==> src/hw/robPkg.sv <==
`default_nettype none

package robPkg;

    // Result flags from writeback, bit 1 marks a trapping op
    localparam int FLAG_W = 2;

    localparam logic [FLAG_W-1:0] FLAGS_NONE = 2'd0;
    localparam logic [FLAG_W-1:0] FLAGS_BRANCH = 2'd1;
    localparam logic [FLAG_W-1:0] FLAGS_EXCEPT = 2'd2;
    localparam logic [FLAG_W-1:0] FLAGS_BRK = 2'd3;

    // Architectural register name, name 0 discards the result
    localparam int NAME_W = 5;

    // Physical register tag
    localparam int TAG_W = 6;

    // Sequence number width for a buffer of the given length.
    // The extra top bit separates two passes over the same entry
    function automatic int sqnWidth(input int length);
        int w;
        w = $clog2(length) + 1;
        return w;
    endfunction

endpackage

`default_nettype wire
==> src/hw/reorderBuffer.sv <==
`default_nettype none
`timescale 1ns/1ns

module reorderBuffer #(
    parameter int LENGTH = 16,
    parameter int WIDTH = 4,
    parameter int WIDTH_WB = 2,
    localparam int SQN_W = robPkg::sqnWidth(LENGTH),
    localparam int IDX_W = $clog2(LENGTH)
) (
    input logic clk,
    input logic rst,
    input logic dispValid [WIDTH],
    input logic [SQN_W-1:0] dispSqN [WIDTH],
    input logic [robPkg::NAME_W-1:0] dispName [WIDTH],
    input logic [robPkg::TAG_W-1:0] dispTag [WIDTH],
    input logic dispPreExec [WIDTH],
    input logic wbValid [WIDTH_WB],
    input logic [SQN_W-1:0] wbSqN [WIDTH_WB],
    input logic [robPkg::FLAG_W-1:0] wbFlags [WIDTH_WB],
    input logic mispredTaken,
    input logic [SQN_W-1:0] mispredSqN,
    output logic [SQN_W-1:0] curSqN,
    output logic [SQN_W-1:0] maxSqN,
    output logic comValid [WIDTH],
    output logic [SQN_W-1:0] comSqN [WIDTH],
    output logic [robPkg::NAME_W-1:0] comName [WIDTH],
    output logic [robPkg::TAG_W-1:0] comTag [WIDTH],
    output logic comIsBranch [WIDTH],
    output logic mispredFlush,
    output logic trapTaken,
    output logic [SQN_W-1:0] trapSqN,
    output logic halt
);

    logic headValid [WIDTH];
    logic headExecuted [WIDTH];
    logic [robPkg::FLAG_W-1:0] headFlags [WIDTH];
    logic [robPkg::NAME_W-1:0] headName [WIDTH];
    logic [robPkg::TAG_W-1:0] headTag [WIDTH];
    logic [SQN_W-1:0] headSqN;
    logic retireMask [WIDTH];

    logic replayActive;
    logic [IDX_W-1:0] replayBase;
    logic replayLaneValid [WIDTH];
    logic [SQN_W-1:0] replaySqN [WIDTH];
    logic [robPkg::NAME_W-1:0] entReplayName [WIDTH];
    logic [robPkg::TAG_W-1:0] entReplayTag [WIDTH];
    logic [robPkg::NAME_W-1:0] replayName [WIDTH];
    logic [robPkg::TAG_W-1:0] replayTag [WIDTH];

    robEntryFile #(
        .LENGTH(LENGTH),
        .WIDTH(WIDTH),
        .WIDTH_WB(WIDTH_WB)
    ) entryFile_i (
        .clk(clk),
        .rst(rst),
        .dispValid(dispValid),
        .dispSqN(dispSqN),
        .dispName(dispName),
        .dispTag(dispTag),
        .dispPreExec(dispPreExec),
        .wbValid(wbValid),
        .wbSqN(wbSqN),
        .wbFlags(wbFlags),
        .mispredTaken(mispredTaken),
        .mispredSqN(mispredSqN),
        .trapTaken(trapTaken),
        .trapSqN(trapSqN),
        .headSqN(headSqN),
        .replayBase(replayBase),
        .retireMask(retireMask),
        .headValid(headValid),
        .headExecuted(headExecuted),
        .headFlags(headFlags),
        .headName(headName),
        .headTag(headTag),
        .replayName(entReplayName),
        .replayTag(entReplayTag)
    );

    commitWindow #(
        .LENGTH(LENGTH),
        .WIDTH(WIDTH)
    ) commitWindow_i (
        .clk(clk),
        .rst(rst),
        .headValid(headValid),
        .headExecuted(headExecuted),
        .headFlags(headFlags),
        .headName(headName),
        .headTag(headTag),
        .mispredTaken(mispredTaken),
        .replayActive(replayActive),
        .replayLaneValid(replayLaneValid),
        .replayName(replayName),
        .replayTag(replayTag),
        .replaySqN(replaySqN),
        .headSqN(headSqN),
        .curSqN(curSqN),
        .maxSqN(maxSqN),
        .retireMask(retireMask),
        .comValid(comValid),
        .comSqN(comSqN),
        .comName(comName),
        .comTag(comTag),
        .comIsBranch(comIsBranch),
        .mispredFlush(mispredFlush),
        .trapTaken(trapTaken),
        .trapSqN(trapSqN),
        .halt(halt)
    );

    rollbackReplay #(
        .LENGTH(LENGTH),
        .WIDTH(WIDTH)
    ) rollbackReplay_i (
        .clk(clk),
        .rst(rst),
        .mispredTaken(mispredTaken),
        .mispredSqN(mispredSqN),
        .headSqN(headSqN),
        .replayName(entReplayName),
        .replayTag(entReplayTag),
        .replayActive(replayActive),
        .replayBase(replayBase),
        .replayLaneValid(replayLaneValid),
        .replaySqN(replaySqN),
        .replayNameOut(replayName),
        .replayTagOut(replayTag)
    );

endmodule

`default_nettype wire

==> src/hw/rollbackReplay.sv <==
`default_nettype none
`timescale 1ns/1ns

module rollbackReplay #(
    parameter int LENGTH = 16,
    parameter int WIDTH = 4,
    localparam int SQN_W = robPkg::sqnWidth(LENGTH),
    localparam int IDX_W = $clog2(LENGTH)
) (
    input logic clk,
    input logic rst,
    input logic mispredTaken,
    input logic [SQN_W-1:0] mispredSqN,
    input logic [SQN_W-1:0] headSqN,
    input logic [robPkg::NAME_W-1:0] replayName [WIDTH],
    input logic [robPkg::TAG_W-1:0] replayTag [WIDTH],
    output logic replayActive,
    output logic [IDX_W-1:0] replayBase,
    output logic replayLaneValid [WIDTH],
    output logic [SQN_W-1:0] replaySqN [WIDTH],
    output logic [robPkg::NAME_W-1:0] replayNameOut [WIDTH],
    output logic [robPkg::TAG_W-1:0] replayTagOut [WIDTH]
);

    logic [SQN_W-1:0] iter;
    logic [SQN_W-1:0] endSqN;
    logic lastGroup;

    assign replayBase = iter[IDX_W-1:0];

    // Lanes up to and including the branch carry an op
    always_comb begin
        logic [SQN_W-1:0] seq;
        logic signed [SQN_W-1:0] dLane;
        logic signed [SQN_W-1:0] dLast;
        for (int i = 0; i < WIDTH; i++) begin
            seq = iter + SQN_W'(i);
            dLane = seq - endSqN;
            replaySqN[i] = seq;
            replayLaneValid[i] = replayActive && dLane <= 0;
            replayNameOut[i] = replayLaneValid[i] ? replayName[i] : '0;
            replayTagOut[i] = replayLaneValid[i] ? replayTag[i] : '0;
        end
        dLast = iter + SQN_W'(WIDTH - 1) - endSqN;
        lastGroup = dLast >= 0;
    end

    always_ff @(posedge clk) begin
        if (rst)
            replayActive <= 1'b0;
        else if (mispredTaken)
            replayActive <= 1'b1;
        else if (replayActive && lastGroup)
            replayActive <= 1'b0;
    end

    always_ff @(posedge clk) begin
        if (mispredTaken) begin
            iter <= headSqN;
            endSqN <= mispredSqN;
        end else if (replayActive) begin
            iter <= iter + SQN_W'(WIDTH);
        end
    end

endmodule

`default_nettype wire

==> src/hw/commitWindow.sv <==
`default_nettype none
`timescale 1ns/1ns

module commitWindow #(
    parameter int LENGTH = 16,
    parameter int WIDTH = 4,
    localparam int SQN_W = robPkg::sqnWidth(LENGTH)
) (
    input logic clk,
    input logic rst,
    input logic headValid [WIDTH],
    input logic headExecuted [WIDTH],
    input logic [robPkg::FLAG_W-1:0] headFlags [WIDTH],
    input logic [robPkg::NAME_W-1:0] headName [WIDTH],
    input logic [robPkg::TAG_W-1:0] headTag [WIDTH],
    input logic mispredTaken,
    input logic replayActive,
    input logic replayLaneValid [WIDTH],
    input logic [robPkg::NAME_W-1:0] replayName [WIDTH],
    input logic [robPkg::TAG_W-1:0] replayTag [WIDTH],
    input logic [SQN_W-1:0] replaySqN [WIDTH],
    output logic [SQN_W-1:0] headSqN,
    output logic [SQN_W-1:0] curSqN,
    output logic [SQN_W-1:0] maxSqN,
    output logic retireMask [WIDTH],
    output logic comValid [WIDTH],
    output logic [SQN_W-1:0] comSqN [WIDTH],
    output logic [robPkg::NAME_W-1:0] comName [WIDTH],
    output logic [robPkg::TAG_W-1:0] comTag [WIDTH],
    output logic comIsBranch [WIDTH],
    output logic mispredFlush,
    output logic trapTaken,
    output logic [SQN_W-1:0] trapSqN,
    output logic halt
);

    logic stop;
    logic trapPend;
    logic trapPendBrk;
    logic [SQN_W-1:0] trapPendSqN;

    logic [SQN_W-1:0] retireCount;
    logic trapHit;
    logic trapHitBrk;
    logic [SQN_W-1:0] trapHitSqN;

    assign curSqN = headSqN;
    assign maxSqN = headSqN + SQN_W'(LENGTH - 1);

    // Retire the longest executed prefix with at most one flagged op
    always_comb begin
        logic blocked;
        logic flagSeen;
        blocked = stop || mispredTaken || replayActive;
        flagSeen = 1'b0;
        retireCount = '0;
        trapHit = 1'b0;
        trapHitBrk = 1'b0;
        trapHitSqN = headSqN;
        for (int i = 0; i < WIDTH; i++) begin
            retireMask[i] = 1'b0;
            if (!blocked && headValid[i] && headExecuted[i] &&
                (!flagSeen || headFlags[i] == robPkg::FLAGS_NONE)) begin
                retireMask[i] = 1'b1;
                retireCount = retireCount + SQN_W'(1);
                if (headFlags[i] != robPkg::FLAGS_NONE)
                    flagSeen = 1'b1;
                if (headFlags[i][1]) begin
                    // Nothing behind a trap may leave in the same group
                    blocked = 1'b1;
                    trapHit = 1'b1;
                    trapHitBrk = headFlags[i] == robPkg::FLAGS_BRK;
                    trapHitSqN = headSqN + SQN_W'(i);
                end
            end else begin
                blocked = 1'b1;
            end
        end
    end

    always_ff @(posedge clk) begin
        if (rst) begin
            headSqN <= '0;
            stop <= 1'b0;
            trapPend <= 1'b0;
            trapTaken <= 1'b0;
            halt <= 1'b0;
            mispredFlush <= 1'b0;
            for (int i = 0; i < WIDTH; i++)
                comValid[i] <= 1'b0;
        end else begin
            headSqN <= headSqN + retireCount;
            trapTaken <= trapPend;
            halt <= trapPend && trapPendBrk;
            trapPend <= trapHit;
            // Hold retirement through the redirect cycle
            if (trapHit)
                stop <= 1'b1;
            else if (trapTaken)
                stop <= 1'b0;
            if (mispredTaken) begin
                mispredFlush <= 1'b0;
                for (int i = 0; i < WIDTH; i++)
                    comValid[i] <= 1'b0;
            end else if (replayActive) begin
                mispredFlush <= 1'b1;
                for (int i = 0; i < WIDTH; i++)
                    comValid[i] <= replayLaneValid[i];
            end else begin
                mispredFlush <= 1'b0;
                for (int i = 0; i < WIDTH; i++)
                    comValid[i] <= retireMask[i];
            end
        end
    end

    always_ff @(posedge clk) begin
        if (trapHit) begin
            trapPendSqN <= trapHitSqN;
            trapPendBrk <= trapHitBrk;
        end
        if (trapPend)
            trapSqN <= trapPendSqN;
        for (int i = 0; i < WIDTH; i++) begin
            if (replayActive) begin
                comSqN[i] <= replaySqN[i];
                comName[i] <= replayName[i];
                comTag[i] <= replayTag[i];
                comIsBranch[i] <= 1'b0;
            end else begin
                comSqN[i] <= headSqN + SQN_W'(i);
                // Excepting op writes to the discard register
                comName[i] <= (headFlags[i] == robPkg::FLAGS_EXCEPT) ? '0 : headName[i];
                comTag[i] <= headTag[i];
                comIsBranch[i] <= headFlags[i] == robPkg::FLAGS_BRANCH;
            end
        end
    end

endmodule

`default_nettype wire

==> src/hw/robEntryFile.sv <==
`default_nettype none
`timescale 1ns/1ns

module robEntryFile #(
    parameter int LENGTH = 16,
    parameter int WIDTH = 4,
    parameter int WIDTH_WB = 2,
    localparam int SQN_W = robPkg::sqnWidth(LENGTH),
    localparam int IDX_W = $clog2(LENGTH)
) (
    input logic clk,
    input logic rst,
    input logic dispValid [WIDTH],
    input logic [SQN_W-1:0] dispSqN [WIDTH],
    input logic [robPkg::NAME_W-1:0] dispName [WIDTH],
    input logic [robPkg::TAG_W-1:0] dispTag [WIDTH],
    input logic dispPreExec [WIDTH],
    input logic wbValid [WIDTH_WB],
    input logic [SQN_W-1:0] wbSqN [WIDTH_WB],
    input logic [robPkg::FLAG_W-1:0] wbFlags [WIDTH_WB],
    input logic mispredTaken,
    input logic [SQN_W-1:0] mispredSqN,
    input logic trapTaken,
    input logic [SQN_W-1:0] trapSqN,
    input logic [SQN_W-1:0] headSqN,
    input logic [IDX_W-1:0] replayBase,
    input logic retireMask [WIDTH],
    output logic headValid [WIDTH],
    output logic headExecuted [WIDTH],
    output logic [robPkg::FLAG_W-1:0] headFlags [WIDTH],
    output logic [robPkg::NAME_W-1:0] headName [WIDTH],
    output logic [robPkg::TAG_W-1:0] headTag [WIDTH],
    output logic [robPkg::NAME_W-1:0] replayName [WIDTH],
    output logic [robPkg::TAG_W-1:0] replayTag [WIDTH]
);

    logic entValid [LENGTH];
    logic entExec [LENGTH];
    logic entGen [LENGTH];
    logic [robPkg::FLAG_W-1:0] entFlags [LENGTH];
    logic [robPkg::NAME_W-1:0] entName [LENGTH];
    logic [robPkg::TAG_W-1:0] entTag [LENGTH];

    logic sortValid [WIDTH];
    logic [SQN_W-1:0] sortSqN [WIDTH];
    logic [robPkg::NAME_W-1:0] sortName [WIDTH];
    logic [robPkg::TAG_W-1:0] sortTag [WIDTH];
    logic sortPreExec [WIDTH];

    logic squash [LENGTH];
    logic wbKeep [WIDTH_WB];
    logic [IDX_W-1:0] headIdx [WIDTH];

    // Each lane owns the entries whose low sqN bits equal its lane number
    always_comb begin
        for (int i = 0; i < WIDTH; i++) begin
            sortValid[i] = 1'b0;
            sortSqN[i] = '0;
            sortName[i] = '0;
            sortTag[i] = '0;
            sortPreExec[i] = 1'b0;
            for (int j = 0; j < WIDTH; j++) begin
                if (dispValid[j] &&
                    (dispSqN[j][IDX_W-1:0] & IDX_W'(WIDTH - 1)) == IDX_W'(i)) begin
                    sortValid[i] = 1'b1;
                    sortSqN[i] = dispSqN[j];
                    sortName[i] = dispName[j];
                    sortTag[i] = dispTag[j];
                    sortPreExec[i] = dispPreExec[j];
                end
            end
        end
    end

    // Younger than the redirect point means a positive wrapped difference
    always_comb begin
        logic [SQN_W-1:0] seq;
        logic signed [SQN_W-1:0] dMis;
        logic signed [SQN_W-1:0] dTrap;
        for (int k = 0; k < LENGTH; k++) begin
            seq = {entGen[k], IDX_W'(k)};
            dMis = seq - mispredSqN;
            dTrap = seq - trapSqN;
            squash[k] = (mispredTaken && dMis > 0) || (trapTaken && dTrap > 0);
        end
    end

    always_comb begin
        logic signed [SQN_W-1:0] dWb;
        for (int j = 0; j < WIDTH_WB; j++) begin
            dWb = wbSqN[j] - mispredSqN;
            wbKeep[j] = wbValid[j] && (!mispredTaken || dWb <= 0);
        end
    end

    // Head window, an entry from an older pass does not count as valid
    always_comb begin
        logic [SQN_W-1:0] seq;
        logic [IDX_W-1:0] rIdx;
        for (int i = 0; i < WIDTH; i++) begin
            seq = headSqN + SQN_W'(i);
            headIdx[i] = seq[IDX_W-1:0];
            headValid[i] = entValid[headIdx[i]] && (entGen[headIdx[i]] == seq[SQN_W-1]);
            headExecuted[i] = entExec[headIdx[i]];
            headFlags[i] = entFlags[headIdx[i]];
            headName[i] = entName[headIdx[i]];
            headTag[i] = entTag[headIdx[i]];
            rIdx = replayBase + IDX_W'(i);
            replayName[i] = entName[rIdx];
            replayTag[i] = entTag[rIdx];
        end
    end

    always_ff @(posedge clk) begin
        if (rst) begin
            for (int k = 0; k < LENGTH; k++) begin
                entValid[k] <= 1'b0;
                entExec[k] <= 1'b0;
            end
        end else begin
            for (int k = 0; k < LENGTH; k++) begin
                if (squash[k]) begin
                    entValid[k] <= 1'b0;
                    entExec[k] <= 1'b0;
                end
            end
            for (int i = 0; i < WIDTH; i++) begin
                if (retireMask[i]) begin
                    entValid[headIdx[i]] <= 1'b0;
                    entExec[headIdx[i]] <= 1'b0;
                end
            end
            for (int i = 0; i < WIDTH; i++) begin
                if (sortValid[i] && !mispredTaken) begin
                    entValid[sortSqN[i][IDX_W-1:0]] <= 1'b1;
                    entExec[sortSqN[i][IDX_W-1:0]] <= sortPreExec[i];
                end
            end
            for (int j = 0; j < WIDTH_WB; j++) begin
                if (wbKeep[j]) begin
                    entExec[wbSqN[j][IDX_W-1:0]] <= 1'b1;
                end
            end
        end
    end

    always_ff @(posedge clk) begin
        for (int i = 0; i < WIDTH; i++) begin
            if (sortValid[i] && !mispredTaken) begin
                entName[sortSqN[i][IDX_W-1:0]] <= sortName[i];
                entTag[sortSqN[i][IDX_W-1:0]] <= sortTag[i];
                entGen[sortSqN[i][IDX_W-1:0]] <= sortSqN[i][SQN_W-1];
                entFlags[sortSqN[i][IDX_W-1:0]] <= robPkg::FLAGS_NONE;
            end
        end
        for (int j = 0; j < WIDTH_WB; j++) begin
            if (wbKeep[j]) begin
                entFlags[wbSqN[j][IDX_W-1:0]] <= wbFlags[j];
            end
        end
    end

endmodule

`default_nettype wire

==> config.mk <==
export PLATFORM = sky130hd
export DESIGN_NAME = reorderBuffer
export DESIGN_NICKNAME = d
export VERILOG_FILES = /design/src/hw/robPkg.sv /design/src/hw/reorderBuffer.sv /design/src/hw/rollbackReplay.sv /design/src/hw/commitWindow.sv /design/src/hw/robEntryFile.sv
export SDC_FILE = /design/constraint.sdc
export NUM_CORES = 2
export LEC_CHECK = 0
export BUFFER_PORTS_ARGS = -buffer_cell sky130_fd_sc_hd__buf_2
export CAP_MARGIN = 20
export CORE_ASPECT_RATIO = 1.4
export CORE_UTILIZATION = 50
export DETAILED_ROUTE_END_ITERATION = 12
export GPL_ROUTABILITY_DRIVEN = 0
export GPL_TIMING_DRIVEN = 0
export PLACE_DENSITY = 0.71
export SKIP_CTS_REPAIR_TIMING = 1
export SYNTH_ARGS = -nofsm -noshare
export SYNTH_HDL_FRONTEND = slang
export SYNTH_HIERARCHICAL = 1
export SYNTH_SLANG_ARGS = --single-unit
==> constraint.sdc <==
create_clock -name clk -period 8.8 [get_ports clk]
set_input_delay 0.44 -clock clk [delete_from_list [all_inputs] [get_ports clk]]
set_output_delay 0.44 -clock clk [all_outputs]
set_load 0.01 [all_outputs]
# Word-level counts from Yosys, hierarchy flattened
# Memory sizes are Yosys's and may differ from the RTL's. A register that Yosys moved wholly into a read port is not among the register bits.
# Index checks and enable logic that the tools add are counted.
[word_totals]
register_bits = 104
mem_bits_rw = 256
inputBits = 96
wordCells = 590
mem_count = 6
[op_classes]
n_addsub = 53
magnitude_cmp = 39
eq_ne = 28
mux = 280
n_bitwise = 32
n_reduce_logical = 120
[mem_list]
columns = ["memory", "depth", "word_bits", "read_ports", "rd_ports_with_merged_regs", "wr", "line", "source"]
rows = [
  ["entryFile_i.entTag", 16, 6, 8, 2, 4, "robEntryFile.sv:42", "logic [robPkg::TAG_W-1:0] entTag [LENGTH];"],
  ["entryFile_i.entName", 16, 5, 8, 2, 4, "robEntryFile.sv:41", "logic [robPkg::NAME_W-1:0] entName [LENGTH];"],
  ["entryFile_i.entFlags", 16, 2, 4, 1, 6, "robEntryFile.sv:40", "logic [robPkg::FLAG_W-1:0] entFlags [LENGTH];"],
  ["entryFile_i.entExec", 16, 1, 4, 1, 26, "robEntryFile.sv:38", "logic entExec [LENGTH];"],
  ["entryFile_i.entGen", 16, 1, 20, 1, 4, "robEntryFile.sv:39", "logic entGen [LENGTH];"],
  ["entryFile_i.entValid", 16, 1, 4, 1, 24, "robEntryFile.sv:37", "logic entValid [LENGTH];"],
]
[ops]
columns = ["cell", "count"]
rows = [
  ["5-bit 2-to-1 mux", 59],
  ["5-bit subtractor", 38],
  ["1-bit 2-to-1 mux", 188],
  ["5-bit by 1-bit > comparator with 1-bit output (second input constant)", 32],
  ["6-bit 2-to-1 mux", 24],
  ["1-bit logical AND", 75],
  ["4-bit 2-to-1 mux", 9],
  ["2-bit == test (second input constant)", 16],
  ["1-bit bitwise OR", 32],
  ["5-bit by 1-bit <= comparator with 1-bit output (second input constant)", 6],
  ["1-bit logical OR", 23],
  ["5-bit by 1-bit adder with 5-bit output (second input constant)", 4],
  ["5-bit by 2-bit adder with 5-bit output (second input constant)", 4],
  ["2-bit by 1-bit == test with 1-bit output (second input constant)", 8],
  ["4-bit logical NOT", 4],
  ["2-bit nonzero test", 6],
  ["4-bit by 2-bit adder with 4-bit output (second input constant)", 2],
  ["1-bit logical NOT", 8],
  ["2-bit logical NOT", 3],
  ["5-bit by 3-bit adder with 5-bit output (second input constant)", 1],
  ["5-bit by 4-bit adder with 5-bit output (second input constant)", 1],
  ["5-bit adder", 1],
  ["5-bit by 1-bit >= comparator with 1-bit output (second input constant)", 1],
  ["4-bit by 1-bit adder with 4-bit output (second input constant)", 1],
  ["3 further kinds", 6],
]

# Longest topological paths before layout
[logic_depth]
ltp_word = 24
mapped_depth = 25
depth_no_buf = 19

# By module
# Netlist, hierarchy kept.
[by_module_without_submodules]
columns = ["mod", "n_inst", "cells_each", "area_each_um2", "seq_area_each_um2"]
rows = [
  ["robEntryFile", 1, 2338, 27966.8, 7367.1],
  ["commitWindow", 1, 393, 3896.2, 1971.9],
  ["rollbackReplay", 1, 222, 1716.6, 320.3],
]

# Worst setup path before layout
# OpenSTA, ideal clock, no wires.
[synth_timing]
path_type = "register to register"
startpoint = "reg commitWindow_i.headSqN[1], in the netlist commitWindow_i/curSqN[1]"
endpoint = "reg commitWindow_i.headSqN[4], in the netlist commitWindow_i/curSqN[4]"
setup_time_ns = 0.128
t_arrival_ns = 6.422
setup_slack_ns = 2.250
stages_incl_launch_ff = 25
period_less_slack_ns = 6.550
path_cell_list = "dfxtp_1 buf_4 buf_2 buf_2 buf_2 buf_1 inv_1 ha_1 buf_2 mux4_2 mux4_2 xnor2_1 and2_1 nand4b_1 or2_4 nor2_1 ha_1 xor2_2 ha_1 o31a_1 fa_1 a21o_1 a21oi_1 xnor2_1 nor2_1"
[synth_lines]
columns = ["element", "line", "source"]
rows = [
  ["start, declared", "commitWindow.sv:22", "output logic [SQN_W-1:0] headSqN,"],
  ["start signal, assigned", "commitWindow.sv:92", "headSqN <= headSqN + retireCount;"],
]

==> results.cfg <==
[timing]
finalMaxSlewViolations = 0
rsz0062_at_grt = no
max_slew.worst_pin.slew_ns = 1.247
fin_skew_ns = 0.02421
min_period_over_period_pct = 96.38
clock.fmax_ghz = 0.1179
finalSetupViolCount = 0
whs_ns = 0.08090
period_needed_ns = 8.481
hold_viol_final = 0
fin_tns_setup_ns = 0
maxSlewHeadroom_pct = 16.88

[floorplanning]
dieArea_mm2 = 0.06821
die_w_um = 221.0
start_util_pct = 50.45
core_area_mm2 = 0.06656
die_h_um = 308.6
rows = 112
io_pins = 186

[clocking]
cts_root_buf = clkbuf_16
cts_sinks = 360
htreeDepth = 2
numCtsBuffers = 34
cts.path.max_buffers = 3
cts_tree = built
clock_latency_ns = 0.57
path_clk_slew_ns = 0.07

[yosys]
synth.area.mux_share_pct = 39.28
synth-xor-area-share_pct = 3.093
ys_ff_latch = 360
synthFlopType = edfxtp_1
synth_area_mm2 = 0.03358
yosysSeqAreaShare_pct = 28.77
synth-edff-count = 245
syn_nets = 3115
synthCells = 2953
synth_top_area_share_pct = 30.65
synthAdderAreaFrac_pct = 2.578
synth_top_family_by_area = multiplexers
async_reset_ff_share_pct = 0
synth_cell_types = 101
synthSimpleGateAreaFrac_pct = 11.05
synth_area_leaders = mux4_2, edfxtp_1, mux2i_1
synth_top_area_cell = mux4_2
avgSynthCellArea_um2 = 11.37
synth_compound_area_share_pct = 10.42
yosys_warnings = 6

[power]
p_leak_nw = 12.69
power_density_mw_per_mm2 = 145.0
ir_drop_mv = 0.1146
fin_total_pwr_mw = 5.342

[drt]
vias_per_cell = 7.275
drt_iter0_markers = 5042
drt-pass1-iter-count = 11
drc = 3
ant_nets = 0
wl_um = 127600
routedWlPerCell_um = 31.38
num_vias = 29588

[finish]
drive_above_1_share_pct = 27.92
nNetsFinal = 3345
syn_to_final_growth_pct = 9.717
stdcell_area_mm2 = 0.03684

[grt]
grt_usage_pct = 37.12
antenna_found_initial = 3
grt_pass1_wl_um = 187300
met1_usage_pct = 41.30
top_usage_layer = met2
grt_max_degree = 22
gr-usage-met2_pct = 58.93
grt_pass1_vias = 29278
grt_util_met3_pct = 12.67
grt-ovfl-total = 0

[setup_path]
endpoint_kind = flop
crit_path_top_delay_cell = clkbuf_1
cp_cell_sequence = buf_4 > buf_2 > buf_2 > buf_2 > inv_1 > ha_1 > clkbuf_1 > clkbuf_1 > mux4_2 > mux4_2 > o21a_1 > nor2_1 > ha_1 > xor2_2 > ha_1 > o31a_1 > fa_1 > a21o_1 > a21oi_1 > xnor2_1 > nor2_1
crit_buf_inv = 7
arrival_ns = 8.92
cp-start-kind = flop
cp_max_fo = 19
critPathKind = reg -> reg
ff2ff_setup_slack_ns = 0.32
required_ns = 9.24
cp_top_family = buffers and inverters
cp_slowest_stage_delay_ns = 0.81

[run_status]
status = complete, but fails checks
violations = DRC

[placement]
io_buffers = 184
place.detailed.hpwl_um = 101900
post_dp_cell_area_mm2 = 0.03561

[flow_run]
drv_cap = 0

[hold_path]
min-delay-path-class = in -> reg
## report_power, final
group	total (mW)	internal, mW	leakage, nW	switching [mW]
Sequential	2.19	1.99	2.95	0.206
Combinational	1.65	0.717	9.22	0.934
Clock	1.50	0.790	0.523	0.706
## cell type report
class	instances	area, um2
well taps	855	1070
fillers	5651	29720
diodes	3	7.507
clock inverters	26	254.0
repair buffers	195	1070
clock buffers	36	858.3
inverters	104	390.4
flip-flops and latches	360	9659
multi-input cells	2211	22310
plain buffers	277	1221
## metrics by stage
stage / std cells / util [%] / setup slack (ns)
after detailed placement: 3995 / 53.49 / 0.1625
after CTS: 4057 / 55.17 / 0.1212
after global routing: 4065 / 55.34 / 0.1137
after global placement: 3992 / 53.44 / 0.2080
after floorplan: 2953 / - / 2.250
final: 4067 / 55.35 / 0.3187
## cells in the final DEF (no fill, tap or decap), types with 11 or more instances in the layout
cell       netlist  final
o21ai_0         82     82
nand2_1        274    274
inv_1          100    100
a31oi_1         44     44
nor2b_1         21     21
a22oi_1         25     25
clkbuf_16        0     34
dfxtp_1        115    115
a211oi_1        38     38
clkbuf_1       147    149
nor3b_1         13     13
o22ai_1         11     11
edfxtp_1       245    245
ha_1            62     62
mux2_2          44     44
nand3b_1        14     14
xor2_1          30     30
xnor2_1         83     82
nor2_1         206    206
buf_4           13     14
a21oi_1        138    138
buf_2           69    253
buf_1           42     41
mux4_2         457    457
nand2b_1        23     23
nor3_1          41     41
a221oi_1        28     28
and2_1          29     29
o211ai_1        12     12
o31ai_1         16     16
mux2i_1        232    232
nand3_1         57     57
## per-layer routing
| metal | routed length, um | share of wire, % |
|---|---|---|
| met3 | 18020 | 14 |
| met1 | 39980 | 31 |
| met5 | 73 | 0.057 |
| met2 | 57250 | 45 |
| met4 | 12310 | 9.6 |
## logic make-up after synthesis
| logic type | after synthesis |
|---|---|
| adder cells (fa/ha/maj) | 67 |
| AND/OR/NAND/NOR | 768 |
| buffers and inverters | 382 |
| flip-flops | 360 |
| AO/OA/AOI/OAI | 519 |
| multiplexers | 740 |
| other | 1 |
| XOR/XNOR | 116 |
## final timing paths
kind                                            from  cells after the start                                   end
min reg2reg  commitWindow_i/trapPendSqN[4]$_DFFE_PP_                      0   commitWindow_i/trapSqN[4]$_DFFE_PP_
max              commitWindow_i/curSqN[1]$_SDFF_PP0_                     21   commitWindow_i/curSqN[4]$_SDFF_PP0_
min                                    mispredSqN[4]                      1  rollbackReplay_i/endSqN[4]$_DFFE_PP_
max reg2reg      commitWindow_i/curSqN[1]$_SDFF_PP0_                     21   commitWindow_i/curSqN[4]$_SDFF_PP0_
## Yosys cell counts (41+ instances only)
cell and number:
a21oi_1 138, a31oi_1 44, buf_1 42, buf_2 69, clkbuf_1 147, dfxtp_1 115, edfxtp_1 245, ha_1 62
inv_1 100, mux2_2 44, mux2i_1 232, mux4_2 457, nand2_1 274, nand3_1 57, nor2_1 206, nor3_1 41
o21ai_0 82, xnor2_1 83
## flip-flops by register name (all words and copies together) (netlist names), 4 cells and up
signal                      cells
commitWindow_i/comTag          24
entryFile_i/entName            80
commitWindow_i/curSqN           5
entryFile_i/entExec            16
commitWindow_i/trapPendSqN      5
entryFile_i/entTag             96
entryFile_i/entFlags           32
commitWindow_i/comIsBranch      4
rollbackReplay_i/iter           5
commitWindow_i/comValid         4
entryFile_i/entValid           16
commitWindow_i/comName         20
entryFile_i/entGen             16
commitWindow_i/comSqN          20
commitWindow_i/trapSqN          5
rollbackReplay_i/endSqN         5
## worst register-to-register path, stage by stage, from the launching register on
cell,delay [ns]
dfxtp_1,0.72
buf_4,0.28
buf_2,0.30
buf_2,0.36
buf_2,0.64
inv_1,0.27
ha_1,0.36
clkbuf_1,0.81
clkbuf_1,0.73
mux4_2,0.46
mux4_2,0.61
o21a_1,0.22
nor2_1,0.41
ha_1,0.37
xor2_2,0.20
ha_1,0.29
o31a_1,0.34
fa_1,0.44
a21o_1,0.18
a21oi_1,0.18
xnor2_1,0.14
nor2_1,0.05
Note: power is estimated with default switching activity, not from simulation.
